[src/rtl/sxt_param_pkg.sv]
package sxt_param_pkg;

  // ----------------------------------------
  // Polynomial and register file sizes
  // ----------------------------------------
  localparam int COEF_W       = 16;
  localparam int POLY_N       = 32;
  localparam int REGF_COEF_NB = 4;
  localparam int WORD_NB      = POLY_N / REGF_COEF_NB;

  // Derived widths
  localparam int GRAM_ADD_W   = $clog2(POLY_N);
  localparam int BODY_W       = $clog2(2 * POLY_N);
  localparam int REGF_WORD_W  = REGF_COEF_NB * COEF_W;

  // ----------------------------------------
  // Types
  // ----------------------------------------
  typedef logic [COEF_W-1:0]      coef_t;
  typedef logic [GRAM_ADD_W-1:0]  gram_add_t;
  // Rotation amount, taken modulo 2*POLY_N
  typedef logic [BODY_W-1:0]      body_t;
  typedef logic [REGF_WORD_W-1:0] regf_word_t;

endpackage

[src/rtl/sxt_cmd_pkg.sv]
package sxt_cmd_pkg;

  // ----------------------------------------
  // Command fields
  // ----------------------------------------
  localparam int PID_W   = 4;
  localparam int REGID_W = 4;

  typedef logic [PID_W-1:0]   pid_t;
  typedef logic [REGID_W-1:0] regid_t;

  // Control FSM, one sequence at a time
  typedef enum logic [2:0] {
    IDLE,
    WAIT_BODY,
    REQ,
    READ,
    WAIT_ACK,
    DONE
  } ctrl_state_t;

endpackage

[src/rtl/sxt_ctrl.sv]
`timescale 1ns/1ns

module sxt_ctrl (
  input  logic                  clk,
  input  logic                  rst_n,

  input  sxt_cmd_pkg::pid_t     cmd_pid,
  input  sxt_cmd_pkg::regid_t   cmd_regid,
  input  logic                  cmd_vld,
  output logic                  cmd_rdy,

  input  sxt_param_pkg::body_t  body,
  input  logic                  body_vld,
  output logic                  body_rdy,

  output logic                  wr_req_vld,
  input  logic                  wr_req_rdy,
  output sxt_cmd_pkg::regid_t   wr_req_regid,

  output logic                  rd_start,
  output sxt_param_pkg::body_t  body_q,
  input  logic                  word_last,
  input  logic                  wr_ack,

  output logic                  seq_done,
  output sxt_cmd_pkg::pid_t     seq_done_pid,

  output logic                  wait_body_dur,
  output logic                  req_dur,
  output logic                  rcp_dur
);

  sxt_cmd_pkg::ctrl_state_t state;
  sxt_cmd_pkg::ctrl_state_t state_next;
  sxt_cmd_pkg::pid_t        pid_q;
  sxt_cmd_pkg::regid_t      regid_q;
  logic                     body_held;
  logic                     cmd_take;
  logic                     body_take;

  // ----------------------------------------
  // Command and body join
  // ----------------------------------------
  assign cmd_rdy   = (state == sxt_cmd_pkg::IDLE);
  // A body may come first, it is then held until the command shows up
  assign body_rdy  = ((state == sxt_cmd_pkg::IDLE) && !body_held) ||
                     (state == sxt_cmd_pkg::WAIT_BODY);
  assign cmd_take  = cmd_vld && cmd_rdy;
  assign body_take = body_vld && body_rdy;

  always_comb begin
    state_next = state;
    case (state)
      sxt_cmd_pkg::IDLE: begin
        if (cmd_take) begin
          state_next = (body_held || body_take) ? sxt_cmd_pkg::REQ : sxt_cmd_pkg::WAIT_BODY;
        end
      end
      sxt_cmd_pkg::WAIT_BODY: if (body_take) state_next = sxt_cmd_pkg::REQ;
      sxt_cmd_pkg::REQ:       if (wr_req_rdy) state_next = sxt_cmd_pkg::READ;
      sxt_cmd_pkg::READ:      if (word_last) state_next = sxt_cmd_pkg::WAIT_ACK;
      sxt_cmd_pkg::WAIT_ACK:  if (wr_ack) state_next = sxt_cmd_pkg::DONE;
      default:                state_next = sxt_cmd_pkg::IDLE;
    endcase
  end

  always_ff @(posedge clk) begin
    if (!rst_n) begin
      state     <= sxt_cmd_pkg::IDLE;
      body_held <= 1'b0;
      rd_start  <= 1'b0;
    end else begin
      state     <= state_next;
      body_held <= (state == sxt_cmd_pkg::IDLE) && !cmd_take && (body_held || body_take);
      // Read starts the cycle after the request is taken
      rd_start  <= (state == sxt_cmd_pkg::REQ) && wr_req_rdy;
    end
  end

  always_ff @(posedge clk) begin
    if (cmd_take) begin
      pid_q   <= cmd_pid;
      regid_q <= cmd_regid;
    end
    if (body_take) begin
      body_q <= body;
    end
  end

  // ----------------------------------------
  // Outputs
  // ----------------------------------------
  assign wr_req_vld    = (state == sxt_cmd_pkg::REQ);
  assign wr_req_regid  = regid_q;
  assign seq_done      = (state == sxt_cmd_pkg::DONE);
  assign seq_done_pid  = pid_q;

  assign wait_body_dur = (state == sxt_cmd_pkg::WAIT_BODY);
  assign req_dur       = (state == sxt_cmd_pkg::REQ);
  assign rcp_dur       = (state == sxt_cmd_pkg::READ) || (state == sxt_cmd_pkg::WAIT_ACK);

endmodule

[src/rtl/sxt_gram.sv]
`timescale 1ns/1ns

module sxt_gram #(
  parameter int DATA_LATENCY = 2
) (
  input  logic                     clk,
  input  logic                     rst_n,

  input  logic                     wr_en,
  input  sxt_param_pkg::gram_add_t wr_add,
  input  sxt_param_pkg::coef_t     wr_data,

  input  logic                     rd_en,
  input  sxt_param_pkg::gram_add_t rd_add,
  output sxt_param_pkg::coef_t     rd_data,
  output logic                     rd_data_avail
);

  sxt_param_pkg::coef_t    mem       [sxt_param_pkg::POLY_N];
  sxt_param_pkg::coef_t    data_pipe [DATA_LATENCY];
  logic [DATA_LATENCY-1:0] avail_pipe;

  always_ff @(posedge clk) begin
    if (wr_en) begin
      mem[wr_add] <= wr_data;
    end
  end

  // ----------------------------------------
  // Read pipeline, DATA_LATENCY stages
  // ----------------------------------------
  always_ff @(posedge clk) begin
    data_pipe[0] <= mem[rd_add];
    for (int i = 1; i < DATA_LATENCY; i++) begin
      data_pipe[i] <= data_pipe[i-1];
    end
  end

  always_ff @(posedge clk) begin
    if (!rst_n) begin
      avail_pipe <= '0;
    end else begin
      avail_pipe[0] <= rd_en;
      for (int i = 1; i < DATA_LATENCY; i++) begin
        avail_pipe[i] <= avail_pipe[i-1];
      end
    end
  end

  assign rd_data       = data_pipe[DATA_LATENCY-1];
  assign rd_data_avail = avail_pipe[DATA_LATENCY-1];

endmodule

[src/rtl/sxt_rotate.sv]
`timescale 1ns/1ns

module sxt_rotate #(
  parameter int DATA_LATENCY = 2,
  parameter int CREDIT_NB    = 7
) (
  input  logic                     clk,
  input  logic                     rst_n,

  input  logic                     rd_start,
  input  sxt_param_pkg::body_t     body_q,

  output logic                     rd_en,
  output sxt_param_pkg::gram_add_t rd_add,
  input  sxt_param_pkg::coef_t     rd_data,
  input  logic                     rd_data_avail,

  output sxt_param_pkg::coef_t     coef_out,
  output logic                     coef_out_vld,
  input  logic                     slot_free
);

  localparam int CREDIT_W = $clog2(CREDIT_NB + 1);

  logic                     active;
  sxt_param_pkg::gram_add_t j_cnt;
  sxt_param_pkg::body_t     k_idx;
  sxt_param_pkg::gram_add_t k_low;
  logic                     k_wrap;
  logic [DATA_LATENCY-1:0]  wrap_pipe;
  logic [CREDIT_W-1:0]      credit;

  // ----------------------------------------
  // Address generation
  // ----------------------------------------
  assign rd_en  = active && (credit != '0);

  // k = j + b, wraps at 2*POLY_N in the body width
  assign k_idx  = sxt_param_pkg::body_t'(j_cnt) + body_q;
  assign k_wrap = k_idx[sxt_param_pkg::BODY_W-1];
  assign k_low  = k_idx[sxt_param_pkg::GRAM_ADD_W-1:0];
  // Reverse storage order in GRAM
  assign rd_add = sxt_param_pkg::gram_add_t'(sxt_param_pkg::POLY_N - 1) - k_low;

  always_ff @(posedge clk) begin
    if (!rst_n) begin
      active <= 1'b0;
      j_cnt  <= '0;
    end else if (rd_start) begin
      active <= 1'b1;
      j_cnt  <= '0;
    end else if (rd_en) begin
      j_cnt <= j_cnt + 1'b1;
      if (j_cnt == sxt_param_pkg::gram_add_t'(sxt_param_pkg::POLY_N - 1)) begin
        active <= 1'b0;
      end
    end
  end

  // Wrap flag follows the read through the RAM latency
  always_ff @(posedge clk) begin
    wrap_pipe[0] <= k_wrap;
    for (int i = 1; i < DATA_LATENCY; i++) begin
      wrap_pipe[i] <= wrap_pipe[i-1];
    end
  end

  // Credits mirror the free slots in the packer
  always_ff @(posedge clk) begin
    if (!rst_n) begin
      credit <= CREDIT_W'(CREDIT_NB);
    end else begin
      credit <= credit - CREDIT_W'(rd_en) + CREDIT_W'(slot_free);
    end
  end

  // ----------------------------------------
  // Negation on return
  // ----------------------------------------
  assign coef_out     = wrap_pipe[DATA_LATENCY-1] ? sxt_param_pkg::coef_t'(-rd_data) : rd_data;
  assign coef_out_vld = rd_data_avail;

endmodule

[src/rtl/sxt_pack.sv]
`timescale 1ns/1ns

module sxt_pack #(
  parameter int DEPTH = 7
) (
  input  logic                      clk,
  input  logic                      rst_n,

  input  sxt_param_pkg::coef_t      coef_out,
  input  logic                      coef_out_vld,
  output logic                      slot_free,

  output logic                      wr_data_vld,
  input  logic                      wr_data_rdy,
  output sxt_param_pkg::regf_word_t wr_data,
  output logic                      word_last
);

  localparam int NB     = sxt_param_pkg::REGF_COEF_NB;
  localparam int CW     = sxt_param_pkg::COEF_W;
  localparam int PTR_W  = $clog2(DEPTH);
  localparam int CNT_W  = $clog2(DEPTH + 1);
  localparam int WCNT_W = $clog2(sxt_param_pkg::WORD_NB + 1);

  sxt_param_pkg::coef_t fifo [DEPTH];
  logic [PTR_W-1:0]     wr_ptr;
  logic [PTR_W-1:0]     rd_ptr;
  logic [CNT_W-1:0]     fill;
  logic [CNT_W-1:0]     free_pend;
  logic [WCNT_W-1:0]    word_cnt;
  logic                 word_acc;

  // Circular pointer step
  function automatic logic [PTR_W-1:0] ptr_add(input logic [PTR_W-1:0] ptr, input int inc);
    int sum;
    sum = int'(ptr) + inc;
    if (sum >= DEPTH) begin
      sum = sum - DEPTH;
    end
    return PTR_W'(sum);
  endfunction

  assign wr_data_vld = (fill >= CNT_W'(NB));
  assign word_acc    = wr_data_vld && wr_data_rdy;
  assign word_last   = word_acc && (word_cnt == WCNT_W'(sxt_param_pkg::WORD_NB - 1));
  assign slot_free   = (free_pend != '0);

  // Oldest coefficient in the lowest lane
  always_comb begin
    for (int i = 0; i < NB; i++) begin
      wr_data[i*CW +: CW] = fifo[ptr_add(rd_ptr, i)];
    end
  end

  always_ff @(posedge clk) begin
    if (coef_out_vld) begin
      fifo[wr_ptr] <= coef_out;
    end
  end

  always_ff @(posedge clk) begin
    if (!rst_n) begin
      wr_ptr    <= '0;
      rd_ptr    <= '0;
      fill      <= '0;
      free_pend <= '0;
      word_cnt  <= '0;
    end else begin
      if (coef_out_vld) wr_ptr <= ptr_add(wr_ptr, 1);
      if (word_acc) rd_ptr <= ptr_add(rd_ptr, NB);
      fill      <= fill + CNT_W'(coef_out_vld) - (word_acc ? CNT_W'(NB) : '0);
      // Slots go back to the rotator one per cycle
      free_pend <= free_pend + (word_acc ? CNT_W'(NB) : '0) - CNT_W'(slot_free);
      if (word_acc) begin
        word_cnt <= word_last ? '0 : word_cnt + 1'b1;
      end
    end
  end

endmodule

[src/rtl/sxt_main.sv]
`timescale 1ns/1ns

module sxt_main #(
  parameter int DATA_LATENCY = 2
) (
  input  logic                      clk,
  input  logic                      rst_n,

  input  sxt_cmd_pkg::pid_t         cmd_pid,
  input  sxt_cmd_pkg::regid_t       cmd_regid,
  input  logic                      cmd_vld,
  output logic                      cmd_rdy,

  input  sxt_param_pkg::body_t      body,
  input  logic                      body_vld,
  output logic                      body_rdy,

  input  logic                      gram_wr_en,
  input  sxt_param_pkg::gram_add_t  gram_wr_add,
  input  sxt_param_pkg::coef_t      gram_wr_data,

  output logic                      wr_req_vld,
  input  logic                      wr_req_rdy,
  output sxt_cmd_pkg::regid_t       wr_req_regid,

  output logic                      wr_data_vld,
  input  logic                      wr_data_rdy,
  output sxt_param_pkg::regf_word_t wr_data,
  input  logic                      wr_ack,

  output logic                      seq_done,
  output sxt_cmd_pkg::pid_t         seq_done_pid,

  output logic                      wait_body_dur,
  output logic                      req_dur,
  output logic                      rcp_dur
);

  // Packer room matches the reads that can be in flight
  localparam int PACK_DEPTH = DATA_LATENCY + sxt_param_pkg::REGF_COEF_NB + 1;

  logic                     rd_start;
  sxt_param_pkg::body_t     body_q;
  logic                     rd_en;
  sxt_param_pkg::gram_add_t rd_add;
  sxt_param_pkg::coef_t     rd_data;
  logic                     rd_data_avail;
  sxt_param_pkg::coef_t     coef_out;
  logic                     coef_out_vld;
  logic                     slot_free;
  logic                     word_last;

  // ----------------------------------------
  // Control
  // ----------------------------------------
  sxt_ctrl sxt_ctrl_inst (
    .clk           (clk),
    .rst_n         (rst_n),
    .cmd_pid       (cmd_pid),
    .cmd_regid     (cmd_regid),
    .cmd_vld       (cmd_vld),
    .cmd_rdy       (cmd_rdy),
    .body          (body),
    .body_vld      (body_vld),
    .body_rdy      (body_rdy),
    .wr_req_vld    (wr_req_vld),
    .wr_req_rdy    (wr_req_rdy),
    .wr_req_regid  (wr_req_regid),
    .rd_start      (rd_start),
    .body_q        (body_q),
    .word_last     (word_last),
    .wr_ack        (wr_ack),
    .seq_done      (seq_done),
    .seq_done_pid  (seq_done_pid),
    .wait_body_dur (wait_body_dur),
    .req_dur       (req_dur),
    .rcp_dur       (rcp_dur)
  );

  // ----------------------------------------
  // Datapath
  // ----------------------------------------
  sxt_gram #(
    .DATA_LATENCY (DATA_LATENCY)
  ) sxt_gram_inst (
    .clk           (clk),
    .rst_n         (rst_n),
    .wr_en         (gram_wr_en),
    .wr_add        (gram_wr_add),
    .wr_data       (gram_wr_data),
    .rd_en         (rd_en),
    .rd_add        (rd_add),
    .rd_data       (rd_data),
    .rd_data_avail (rd_data_avail)
  );

  sxt_rotate #(
    .DATA_LATENCY (DATA_LATENCY),
    .CREDIT_NB    (PACK_DEPTH)
  ) sxt_rotate_inst (
    .clk           (clk),
    .rst_n         (rst_n),
    .rd_start      (rd_start),
    .body_q        (body_q),
    .rd_en         (rd_en),
    .rd_add        (rd_add),
    .rd_data       (rd_data),
    .rd_data_avail (rd_data_avail),
    .coef_out      (coef_out),
    .coef_out_vld  (coef_out_vld),
    .slot_free     (slot_free)
  );

  sxt_pack #(
    .DEPTH (PACK_DEPTH)
  ) sxt_pack_inst (
    .clk          (clk),
    .rst_n        (rst_n),
    .coef_out     (coef_out),
    .coef_out_vld (coef_out_vld),
    .slot_free    (slot_free),
    .wr_data_vld  (wr_data_vld),
    .wr_data_rdy  (wr_data_rdy),
    .wr_data      (wr_data),
    .word_last    (word_last)
  );

endmodule

[config.mk]
export PLATFORM = sky130hd
export DESIGN_NAME = sxt_main
export DESIGN_NICKNAME = d
export VERILOG_FILES = /design/src/rtl/sxt_param_pkg.sv /design/src/rtl/sxt_cmd_pkg.sv /design/src/rtl/sxt_ctrl.sv /design/src/rtl/sxt_gram.sv /design/src/rtl/sxt_rotate.sv /design/src/rtl/sxt_pack.sv /design/src/rtl/sxt_main.sv
export SDC_FILE = /design/constraint.sdc
export NUM_CORES = 1
export LEC_CHECK = 0
export ABC_CLOCK_PERIOD_IN_PS = 3550
export BUFFER_PORTS_ARGS = -buffer_cell sky130_fd_sc_hd__buf_2
export CAP_MARGIN = 25
export CORE_MARGIN = 3
export CORE_UTILIZATION = 51
export DETAILED_ROUTE_END_ITERATION = 10
export PLACE_DENSITY = 0.73
export SYNTH_ARGS = -nofsm -noshare
export SYNTH_HDL_FRONTEND = slang
export SYNTH_SLANG_ARGS = --single-unit
[constraint.sdc]
create_clock -name clk -period 3.55 [get_ports clk]
set_clock_uncertainty 0.2 [all_clocks]
set_input_delay 0 -clock clk [delete_from_list [all_inputs] [get_ports clk]]
set_output_delay 0 -clock clk [all_outputs]
set_load 0.01 [all_outputs]
==> results.json <==
{
  "fin_setup_tns_ns": 0,
  "via_per_inst": 6.372,
  "syn-cell-area_sq_um": 30540,
  "rsz0062_at_grt": "no",
  "setup_slack_ns": 0.1116,
  "rows": 89,
  "p_clk_share_pct": 37.0,
  "via_count": 19581,
  "power_frac_comb_pct": 15.1,
  "place.gp.congestion": 0.8315,
  "initial_utilization_pct": 51.64,
  "synthArstFlopShare_pct": 0,
  "slew_violations": 0,
  "synth_top_area_share_pct": 62.74,
  "ys_top_cells_by_area": "edfxtp_1 63%, mux4_2 12%, dfxtp_1 4.3%",
  "grt_pass1_vias": 19828,
  "drt_first_pass_iters": 8,
  "period_minus_slack_ns": 3.438,
  "synth_cells": 2022,
  "synth_xor_area_share_pct": 1.033,
  "switching_share_pct": 24.99,
  "synthMuxAreaShare_pct": 12.81,
  "hold_viol": 0,
  "worst-path-max-fanout": 16,
  "worstPathRequired_ns": 3.35,
  "io_buffer_count": 122,
  "nets": 2314,
  "cp-start-kind": "register",
  "die_h_um": 250.7,
  "synth_most_common_cell": "edfxtp_1",
  "worstPathArrival_ns": 3.24,
  "power_leakage_nw": 12.13,
  "yosys_warnings": 0,
  "area_growth_pct": 16.97,
  "worstSkewPairLatency_ns": 0.62,
  "drt_iter0_markers": 2284,
  "synthesis.nets": 2097,
  "pwr-share-seq_pct": 47.8,
  "dieArea_sq_um": 62850,
  "grt_max_degree": 66,
  "synth_cell_types": 60,
  "seq_area_frac_synth_pct": 67.07,
  "drv_cap": 0,
  "drc": 0,
  "cts.htree.levels": 3,
  "cts_made_buffers": 73,
  "outcome": "finished clean",
  "cts_root_buf": "clkbuf_16",
  "avgSynthCellArea_sq_um": 15.10,
  "wl_mm": 78.40,
  "yosysTopAreaCell": "edfxtp_1",
  "stdcell_area_sq_um": 35720,
  "worst_pin_slew_ns": 1.010,
  "crit_type": "register to output port",
  "synth-simple-area-share_pct": 9.592,
  "ys.flop_type": "edfxtp_1",
  "antenna_found_initial": 5,
  "cts_max_path_buffers": 3,
  "yosys.area_share.adder_pct": 1.385,
  "antenna_left": 0,
  "grt_usage_pct": 24.93,
  "finalSetupViolations": 0,
  "nFillCells": 4235,
  "holdWs_ns": 0.03307,
  "cp-end-kind": "output port",
  "place_ws_ns": 0.2876,
  "netSwitchingPower_mw": 5.211,
  "wl_per_cell_um": 25.51,
  "synth_edf_count": 638,
  "cts.clk_slew.worst_paths_ns": 0.06,
  "pin_count": 123,
  "synth_compound_area_share_pct": 5.962,
  "min_period_over_period_pct": 96.86,
  "slew_headroom_pct": 31.98,
  "grt_overflow": 0,
  "ir_drop_mv": 0.5576,
  "grt_pass1_wl_mm": 119.0,
  "clock.fmax_mhz": 290.8,
  "cts.sinks": 704,
  "synth_top_family_by_area": "multiplexers",
  "p_per_area_nw_per_um2": 583.7,
  "power.total_mw": 20.85,
  "yosys_register_bits": 704,
  "synth_common_cells": "638 x edfxtp_1, 229 x nand2_1, 197 x nand3_1",
  "cts_tree": "done",
  "core_area_sq_um": 59130,
  "drive_gt1_share_pct": 23.80,
  "die_x_um": 250.7,
  "dpl.hpwl_mm": 45.22,
  "p_int_mw": 15.64,
  "hp-class": "input port to register",
  "dpl_cell_area_sq_um": 32500
}
[sequential cells by signal (all words and copies together) (netlist names), 3 cells and up]
| signal | cells |
|---|---|
| sxt_ctrl_inst.body_q | 6 |
| sxt_pack_inst.rd_ptr | 3 |
| sxt_ctrl_inst.state | 3 |
| sxt_gram_inst.data_pipe | 32 |
| sxt_ctrl_inst.seq_done_pid | 4 |
| sxt_pack_inst.free_pend | 3 |
| sxt_ctrl_inst.wr_req_regid | 4 |
| sxt_pack_inst.word_cnt | 4 |
| sxt_pack_inst.fill | 3 |
| sxt_gram_inst.mem | 512 |
| sxt_rotate_inst.credit | 3 |
| sxt_rotate_inst.j_cnt | 5 |
| sxt_pack_inst.wr_ptr | 3 |
| sxt_pack_inst.fifo | 112 |
[cells by family after synthesis]
logic type	count (synthesis)
xor+xnor	36
flops	704
simple gates	630
buf+inv	159
compound gates	273
mux	188
fa+ha+maj	32
[layout make-up]
cell class	instances	area, sq um	share of cell area, %
inverters	26	97.59	0.2732
flip-flops and latches	704	20490	57.35
diodes	2	5.005	0.01401
clock buffers	85	1882	5.268
clock inverters	49	554.3	1.552
multi-input cells	1160	9577	26.81
repair buffers	274	2150	6.018
well taps	773	967.2	2.708
[power groups by stage]
stage	Combinational, mW	Clock [mW]	Sequential (mW)
final	3.16	7.72	9.97
after global routing	3.42	8.18	10.0
after CTS	3.17	7.85	9.96
after detailed placement	3.07	0	10.1
after global placement	2.98	0	10.1
after floorplan	2.11	0	9.99
[worst max-delay path, stage by stage (launching register included)]
cell and delay, ns:
dfxtp_4 0.41, inv_1 0.13, ha_1 0.22, fa_2 0.45
xnor2_4 0.27, buf_12 0.25, mux4_2 0.51, nand2_1 0.08
o21ai_0 0.14, buf_2 0.19
[what timing repair did]
action | in CTS | in global routing
cloned | 2 | 0
pin swaps | 2 | 1
endpoints found under the hold margin | 986 | 0
endpoints found under the setup margin | 51 | 44
hold buffers | 61 | 0
setup buffers | 4 | 4
gates resized for setup | 7 | 6
[final timing paths]
path | from | to | slack [ns] | depth (start not counted)
worst max-delay path | sxt_pack_inst.rd_ptr[1] | wr_data[32] | 0.11 | 9
worst min-delay path | gram_wr_add[0] | sxt_gram_inst.mem[16][9] | 0.03 | 3
worst max register to register | sxt_ctrl_inst.body_q[0] | sxt_gram_inst.data_pipe[0][2] | 0.37 | 8
worst min register to register | sxt_gram_inst.data_pipe[0][0] | sxt_gram_inst.data_pipe[0][16] | 0.13 | 0
[layout by cell type, fill, tap and decap left out, drive strengths merged, types with 7 or more instances in the layout]
| cell | n |
|---|---|
| mux4 | 162 |
| a311oi | 32 |
| nor3b | 16 |
| o31ai | 9 |
| nor2b | 7 |
| edfxtp | 638 |
| ha | 29 |
| nand3 | 197 |
| bufinv | 10 |
| dfxtp | 66 |
| a21oi | 36 |
| nor2 | 109 |
| dlygate4sd3 | 61 |
| o21ai | 107 |
| and3 | 10 |
| clkbuf | 85 |
| and2 | 13 |
| nand2 | 229 |
| buf | 212 |
| o2bb2ai | 15 |
| inv | 31 |
| mux2i | 23 |
| a211oi | 17 |
| clkinv | 30 |
| and4 | 16 |
| a31o | 32 |
| xnor2 | 30 |
[layer usage]
metal / GRT usage [%] / routed length (um) / vias to the layer above
li1: - / - / 8363
met1: 32.88 / 29420 / 9860
met2: 41.32 / 38790 / 1155
met3: 4.828 / 7308 / 197
met4: 9.768 / 2841 / 6
met5: 0 / 40 / -
[per-stage QoR]
stage          util [%]  cells
5_1_grt           60.40   3071
3_3_place_gp      54.97   2866
3_5_place_dp      54.97   2866
6_report          60.41   3073
4_1_cts           60.31   3067
2_1_floorplan         -   2022
Note: power is estimated with default switching activity, not from simulation.
